==> src/adder_pkg.sv <==
`default_nettype none

package adder_pkg;

   // width of one input feature, also the output width
   localparam int sample_w = 8;

   // guard bits so that sixteen full-scale samples cannot overflow the sum
   localparam int ext_w = 4;

   // width of every partial and final sum
   localparam int sum_w = sample_w + ext_w;

   // features presented per item
   localparam int num_inputs = 16;

   // operands summed by one adder in a tree level
   localparam int fan_in = 4;

   // right shift applied to the rectified sum before saturation
   localparam int out_shift = 2;

   // two tree levels plus the output stage
   localparam int pipe_latency = 3;

   // raw input feature and scaled output
   typedef logic signed [sample_w-1:0] sample_t;

   // widened sum word
   typedef logic signed [sum_w-1:0] sum_t;

   // largest positive sample, used when the scaled sum does not fit
   localparam sample_t sat_max = sample_t'((1 << (sample_w - 1)) - 1);

endpackage

`default_nettype wire

==> src/multi_adder.sv <==
`timescale 1ns/1ps
`default_nettype none

// Sixteen-input signed adder tree with rectified, scaled and saturated output.
// Latency from an en_in strobe to the matching en_out strobe is three cycles
// and a new item may be accepted every cycle.
module multi_adder (
   input  logic               clk,
   input  logic               rst,
   input  adder_pkg::sample_t d_in [adder_pkg::num_inputs],
   input  logic               en_in,
   output adder_pkg::sample_t d_out,
   output logic               en_out
);

   // first level, four partial sums of four samples each
   adder_pkg::sum_t l16_d [4];
   logic            l16_en;

   // second level, the complete sum
   adder_pkg::sum_t l4_d [1];
   logic            l4_en;

   // 16 samples to 4 sums
   tree_level #(
      .elem_t (adder_pkg::sample_t),
      .groups (4)
   ) l16 (
      .clk    (clk),
      .rst    (rst),
      .d_in   (d_in),
      .en_in  (en_in),
      .d_out  (l16_d),
      .en_out (l16_en)
   );

   // 4 sums to 1 sum
   tree_level #(
      .elem_t (adder_pkg::sum_t),
      .groups (1)
   ) l4 (
      .clk    (clk),
      .rst    (rst),
      .d_in   (l16_d),
      .en_in  (l16_en),
      .d_out  (l4_d),
      .en_out (l4_en)
   );

   // rectify, shift and clamp into the output sample
   relu_saturate u_relu_sat (
      .clk    (clk),
      .rst    (rst),
      .d_in   (l4_d[0]),
      .en_in  (l4_en),
      .d_out  (d_out),
      .en_out (en_out)
   );

endmodule

`default_nettype wire

==> src/relu_saturate.sv <==
`timescale 1ns/1ps
`default_nettype none

// Output stage: rectify, scale down and clamp to the sample range.
module relu_saturate (
   input  logic               clk,
   input  logic               rst,
   input  adder_pkg::sum_t    d_in,
   input  logic               en_in,
   output adder_pkg::sample_t d_out,
   output logic               en_out
);

   // rectified sum, never negative
   adder_pkg::sum_t    relu_val;

   // rectified sum after the right shift
   adder_pkg::sum_t    shifted;

   // set when the shifted value does not fit a positive sample
   logic               ovf;

   adder_pkg::sample_t result;

   // negative sums are clamped to zero
   always_comb begin
      if (d_in[adder_pkg::sum_w-1]) begin
         relu_val = '0;
      end else begin
         relu_val = d_in;
      end
   end

   // relu_val is non-negative here, so the shift is a plain floor divide
   assign shifted = relu_val >>> adder_pkg::out_shift;

   // any set bit at or above the sample sign position means the value is
   // at least 2**(sample_w-1) and has to saturate
   assign ovf = |shifted[adder_pkg::sum_w-1:adder_pkg::sample_w-1];

   always_comb begin
      if (ovf) begin
         result = adder_pkg::sat_max;
      end else begin
         result = shifted[adder_pkg::sample_w-1:0];
      end
   end

   always_ff @(posedge clk) begin
      d_out <= result;
   end

   always_ff @(posedge clk) begin
      if (rst) begin
         en_out <= 1'b0;
      end else begin
         en_out <= en_in;
      end
   end

endmodule

`default_nettype wire

==> src/tree_level.sv <==
`timescale 1ns/1ps
`default_nettype none

// One registered level of the adder tree.
// Every run of fan_in consecutive inputs is reduced to one sum word.
module tree_level #(
   parameter type elem_t = adder_pkg::sample_t,
   parameter int  groups = 1
) (
   input  logic              clk,
   input  logic              rst,
   input  elem_t             d_in [groups*adder_pkg::fan_in],
   input  logic              en_in,
   output adder_pkg::sum_t   d_out [groups],
   output logic              en_out
);

   localparam int n_elems = groups * adder_pkg::fan_in;
   localparam int elem_w  = $bits(elem_t);

   // inputs after sign extension to the sum width
   adder_pkg::sum_t ext [n_elems];

   // combinational group sums, registered below
   adder_pkg::sum_t grp_sum [groups];

   // an element wider than the sum word would lose its upper bits
   if (elem_w > adder_pkg::sum_w) begin : g_width_check
      $error("tree_level: element width %0d exceeds sum width %0d",
             elem_w, adder_pkg::sum_w);
   end

   if (groups < 1) begin : g_groups_check
      $error("tree_level: groups must be at least 1, got %0d", groups);
   end

   // elem_t is signed, so the cast replicates the sign bit into the guard bits
   for (genvar i = 0; i < n_elems; i++) begin : g_ext
      assign ext[i] = adder_pkg::sum_t'(d_in[i]);
   end

   // group g covers elements g*fan_in up to g*fan_in + fan_in - 1
   always_comb begin
      for (int g = 0; g < groups; g++) begin
         grp_sum[g] = '0;
         for (int k = 0; k < adder_pkg::fan_in; k++) begin
            grp_sum[g] = grp_sum[g] + ext[g*adder_pkg::fan_in + k];
         end
      end
   end

   // sums are only meaningful while en_out is high
   always_ff @(posedge clk) begin
      for (int g = 0; g < groups; g++) begin
         d_out[g] <= grp_sum[g];
      end
   end

   // strobe travels with the data, a strobe seen during reset is dropped
   always_ff @(posedge clk) begin
      if (rst) begin
         en_out <= 1'b0;
      end else begin
         en_out <= en_in;
      end
   end

endmodule

`default_nettype wire

==> config.mk <==
export PLATFORM = sky130hd
export DESIGN_NAME = multi_adder
export DESIGN_NICKNAME = d
export VERILOG_FILES = /design/src/adder_pkg.sv /design/src/multi_adder.sv /design/src/relu_saturate.sv /design/src/tree_level.sv
export SDC_FILE = /design/constraint.sdc
export NUM_CORES = 1
export LEC_CHECK = 0
export ABC_CLOCK_PERIOD_IN_PS = 3500
export BUFFER_PORTS_ARGS = -buffer_cell sky130_fd_sc_hd__buf_2
export CAP_MARGIN = 25
export CORE_ASPECT_RATIO = 0.75
export CORE_UTILIZATION = 56
export CTS_CLUSTER_DIAMETER = 40
export CTS_CLUSTER_SIZE = 24
export DETAILED_ROUTE_END_ITERATION = 16
export PLACE_DENSITY = 0.87
export SLEW_MARGIN = 25
export SYNTH_ARGS = -nofsm -noshare
export SYNTH_HDL_FRONTEND = slang
export SYNTH_SLANG_ARGS = --single-unit
==> constraint.sdc <==
create_clock -name clk -period 3.5 [get_ports clk]
set_input_delay 0.35 -clock clk [delete_from_list [all_inputs] [get_ports clk]]
set_output_delay 0.35 -clock clk [all_outputs]
set_load 0.03 [all_outputs]
==> metrics.sh <==
MIN-DELAY-PATH-CLASS='in -> reg'
END_KIND='flop'
POWER_LEAKAGE_nW=3.51
CRITICAL_PATH_CLASS='in -> reg'
FIN_TNS_SETUP_PS=0
ROUTED_VIA_COUNT_DIVIDED_BY_CELL_COUNT=5.26
PERIOD_SHARE_PCT=92.2
SEQUENTIALPOWERSHARE_PCT=17.3
SYNTH-ASYNC-RESET-RATIO_PCT=0
SHARE_CLK_OF_TOTAL_POWER_PCT=9.8
CRITPATHMAXFANOUT=3
CTS.REPORTEDPATHS.CLKPINSLEW_PS=60
CLKSINKCOUNT=69
DP_WORST_SETUP_SLACK_PS=-76.9
FINAL_STANDARD_CELL_AREA_WITHOUT_FILLERS_SQ_UM=7200
TRITONCTS='yes'
PLACE_INST=888
CP.ARRIVAL_PS=3430
TIMING.HOLD.WORST.START='rst'
GRT_START_MAX_NET_PINS=14
CTSROOTBUFFERMASTER='sky130_fd_sc_hd__clkbuf_16'
CP_SLOWEST_CELL='sky130_fd_sc_hd__fa_1'
HOLDBUFCOUNTCTS=0
START_KIND='input pin'
FINALSETUPVIOLATIONS=0
POST_CTS_BUFFERS=0
VIAS=4754
FP.DIEW_MICRONS=122
DRT_WL_TOTAL_MICRONS=11900
AREA_GROWTH_PCT=18.9
CRITPATHMAXSTAGEDELAY_PS=460
STATUS='completed'
YOSYS_MOST_USED_DFF='sky130_fd_sc_hd__dfxtp_1'
PIN_COUNT=140
ANTENNA-DIODE-COUNT=0
TIMING.CRITICAL_PATH.REQUIRED_PS=3700
ACHIEVABLE-FREQUENCY_MHz=310
FP-ROW-COUNT=32
CLOCK_TREE.BUFFER_DEPTH=2
SYNTH.YOSYS.SEQ_AREA_SHARE_PCT=22.8
FINALCOREUTILIZATION_PCT=69.1
TIMING.CLOCK.SKEW_PS=5.76
FILLERS=807
SYNTH_ENABLE_FLOP_CELLS=0
PWR-SHARE-COMB_PCT=72.9
DRT_FIRST_PASS_ITERS=4
MAXIMUM_VDD_DROP_mV=0.873
ANT_NETS=0
SYN-NUM-NETS=896
SWITCHINGPOWER_mW=3.87
POSTLAYOUTSETUPSLACKWORST_PS=273
DIE_AREA_SQ_UM=11200
YOSYS_WARNINGS=0
FLOORPLAN.CORE_AREA_SQ_UM=10400
NUMBER_OF_BUFFERS_ADDED_BY_THE_CLOCK_TREE_SYNTHESIS_STEP=9
RR_STARTPOINT='l16.d_out[0]$_DFF_P_'
FIRST_PASS_GRT_WIRE_LENGTH_MICRONS=20300
CP-STARTPOINT='d_in[105]'
WORST_SKEW_PAIR.LATE_LATENCY_PS=330
DRIVE_GT1_SHARE_PCT=21.7
SLEW_VIOL_FINAL=0
CP_CELL_SEQUENCE='buf_2, inv_1, fa_1, inv_1, ha_1, inv_1, fa_1, nor2b_1, o21ai_1, a21boi_2, o31a_1, a21oi_1, ha_1, nand2_1, nor2_1, a211oi_1, o31ai_2, xor2_1'
DRC_VIOLATIONS=0
POST-ROUTE-MIN-PERIOD_PS=3230
POSTPLACECELLAREA_SQ_UM=6920
SYNTH.AVG_CELL_AREA_SQ_UM=9.86
UNREPAIRED_SETUP_ENDPOINTS_AFTER_GLOBAL_ROUTING='false'
FIRST_GLOBAL_VIAS=4845
INITIAL_ANTENNA_VIOLATION_COUNT=0
HPWLAFTERDP_MICRONS=10300
DRT-WIRELENGTH-PER-CELL_MICRONS=13.2
STDCELL_COUNT=904
DESIGN.FINAL.NETS=1045
FINAL-HOLD-VIOLATION-COUNT=0
SYNTH.FF_LATCH_COUNT=69
POST_SYNTH_INSTANCE_AREA_SQ_UM=6060
CELL_INTERNAL_PWR_mW=4.56
CP_COMMON_CELL='sky130_fd_sc_hd__inv_1'
NUMBER_OF_LEVELS_IN_THE_CLOCK_H_TREE=3
GRT.OVERFLOW.TOTAL=0
PORT-BUFFER-COUNT=139
FRACTION_OF_POWER_SPENT_SWITCHING_NETS_PCT=45.9
SYNTH_CELL_TYPES=46
DRV.MAX_CAP_VIOLATION_COUNT=0
FLOORPLAN.INITIALDENSITY_PCT=58.2
GRT_USAGE_PCT=22.8
PLACE.GP.CONGESTION=0.909
PWR_CELL_AREA_nW_PER_UM2=1170
FIRST_ITER_VIOLATIONS=151
DIE_H_MICRONS=92.1
SYN_INST=614
## area by class of cell
cell class / instances / area, sq um / area share, %
clock inverters: 6 / 47.5 / 0.661
inverters: 68 / 255 / 3.55
flip-flops and latches: 69 / 1380 / 19.2
well taps: 136 / 170 / 2.36
clock buffers: 10 / 229 / 3.18
repair buffers: 139 / 696 / 9.66
multi-input cells: 476 / 4420 / 61.4
## metrics by stage
stage | power [mW] | hold slack [ps]
final | 8.42 | 209
after global routing | 9.30 | 207
after CTS | 8.40 | 200
after detailed placement | 7.47 | 430
after global placement | 7.29 | 425
after floorplan | 6.21 | 414
## routing by layer
| layer | global-route usage (%) | part of all wire, % | vias up |
|---|---|---|---|
| met3 | 4.17 | 4.1 | 13 |
| met1 | 28.2 | 45 | 2233 |
| met5 | 0 | 0 | - |
| met4 | 5.79 | 1.3 | 0 |
| met2 | 40.6 | 50 | 115 |
| li1 | - | - | 2393 |
## worst paths after layout
path                                     to  slack, ps  cells after the start
max                   l16.d_out[45]$_DFF_P_        270                     18
min                    l4.en_out$_SDFF_PP0_        210                      2
max reg2reg             l4.d_out[7]$_DFF_P_        500                     10
min reg2reg  u_relu_sat.d_out[3]$_SDFF_PP1_        440                      2
## layout by cell type, fill, tap and decap left out, types with 18 or more instances in the layout
cell,instances
sky130_fd_sc_hd__dfxtp_1,69
sky130_fd_sc_hd__buf_2,139
sky130_fd_sc_hd__a21o_1,18
sky130_fd_sc_hd__a21oi_1,37
sky130_fd_sc_hd__o21ai_0,24
sky130_fd_sc_hd__inv_1,68
sky130_fd_sc_hd__xnor2_1,45
sky130_fd_sc_hd__nor2_1,50
sky130_fd_sc_hd__ha_1,89
sky130_fd_sc_hd__fa_1,62
## flip-flops by register name, summed over array words and instances, names as in the netlist
signal	flops
l16.d_out	48
l16.en_out	1
l4.d_out	10
u_relu_sat.d_out	8
l4.en_out	1
u_relu_sat.en_out	1
## critical path: cells and delay by family
kind	cells	cell delay [ps]
AOI/OAI and AO/OA	6	970
xor gates and xnor gates	1	170
adders and majority gates	4	1360
buffers and inverters	4	240
and+or+nand+nor	3	330
## logic make-up after synthesis
group / synth area share (%)
other cells: 0.0619
buf+inv: 4.28
flops: 22.8
xor+xnor: 8.39
fa+ha+maj: 38.9
compound gates: 16.9
simple gates: 8.72
## power by group through the flow
stage	Sequential [mW]	Clock, mW	Combinational [mW]
final	1.46	0.825	6.14
after global routing	1.50	0.880	6.92
after CTS	1.46	0.836	6.10
after detailed placement	1.47	0	5.99
after global placement	1.47	0	5.82
after floorplan	1.51	0	4.70
## repair_timing
| item | in CTS | in global routing |
|---|---|---|
| gates resized for setup | 0 | 1 |
| hold endpoints to repair | 0 | 0 |
| endpoints found under the setup margin | 0 | 1 |
## synthesized netlist by cell type (4+ instances only)
cell type / count / area, sq um
sky130_fd_sc_hd__xor2_1: 13 / 114
sky130_fd_sc_hd__fa_1: 62 / 1240
sky130_fd_sc_hd__o31ai_1: 4 / 30.0
sky130_fd_sc_hd__nor2_1: 50 / 188
sky130_fd_sc_hd__o21a_1: 12 / 90.1
sky130_fd_sc_hd__inv_1: 68 / 255
sky130_fd_sc_hd__a21o_1: 18 / 135
sky130_fd_sc_hd__o21bai_1: 7 / 52.6
sky130_fd_sc_hd__a211oi_1: 12 / 90.1
sky130_fd_sc_hd__ha_1: 89 / 1110
sky130_fd_sc_hd__dfxtp_1: 69 / 1380
sky130_fd_sc_hd__nor2b_1: 12 / 75.1
sky130_fd_sc_hd__o22ai_1: 6 / 37.5
sky130_fd_sc_hd__nand2b_1: 11 / 68.8
sky130_fd_sc_hd__xnor2_1: 45 / 394
sky130_fd_sc_hd__o21ai_1: 12 / 60.1
sky130_fd_sc_hd__or2_2: 4 / 25.0
sky130_fd_sc_hd__nor3_1: 9 / 45.0
sky130_fd_sc_hd__a21oi_1: 37 / 185
sky130_fd_sc_hd__nand2_1: 15 / 56.3
sky130_fd_sc_hd__o21ai_0: 24 / 120
(Power assumes the default switching activity.)
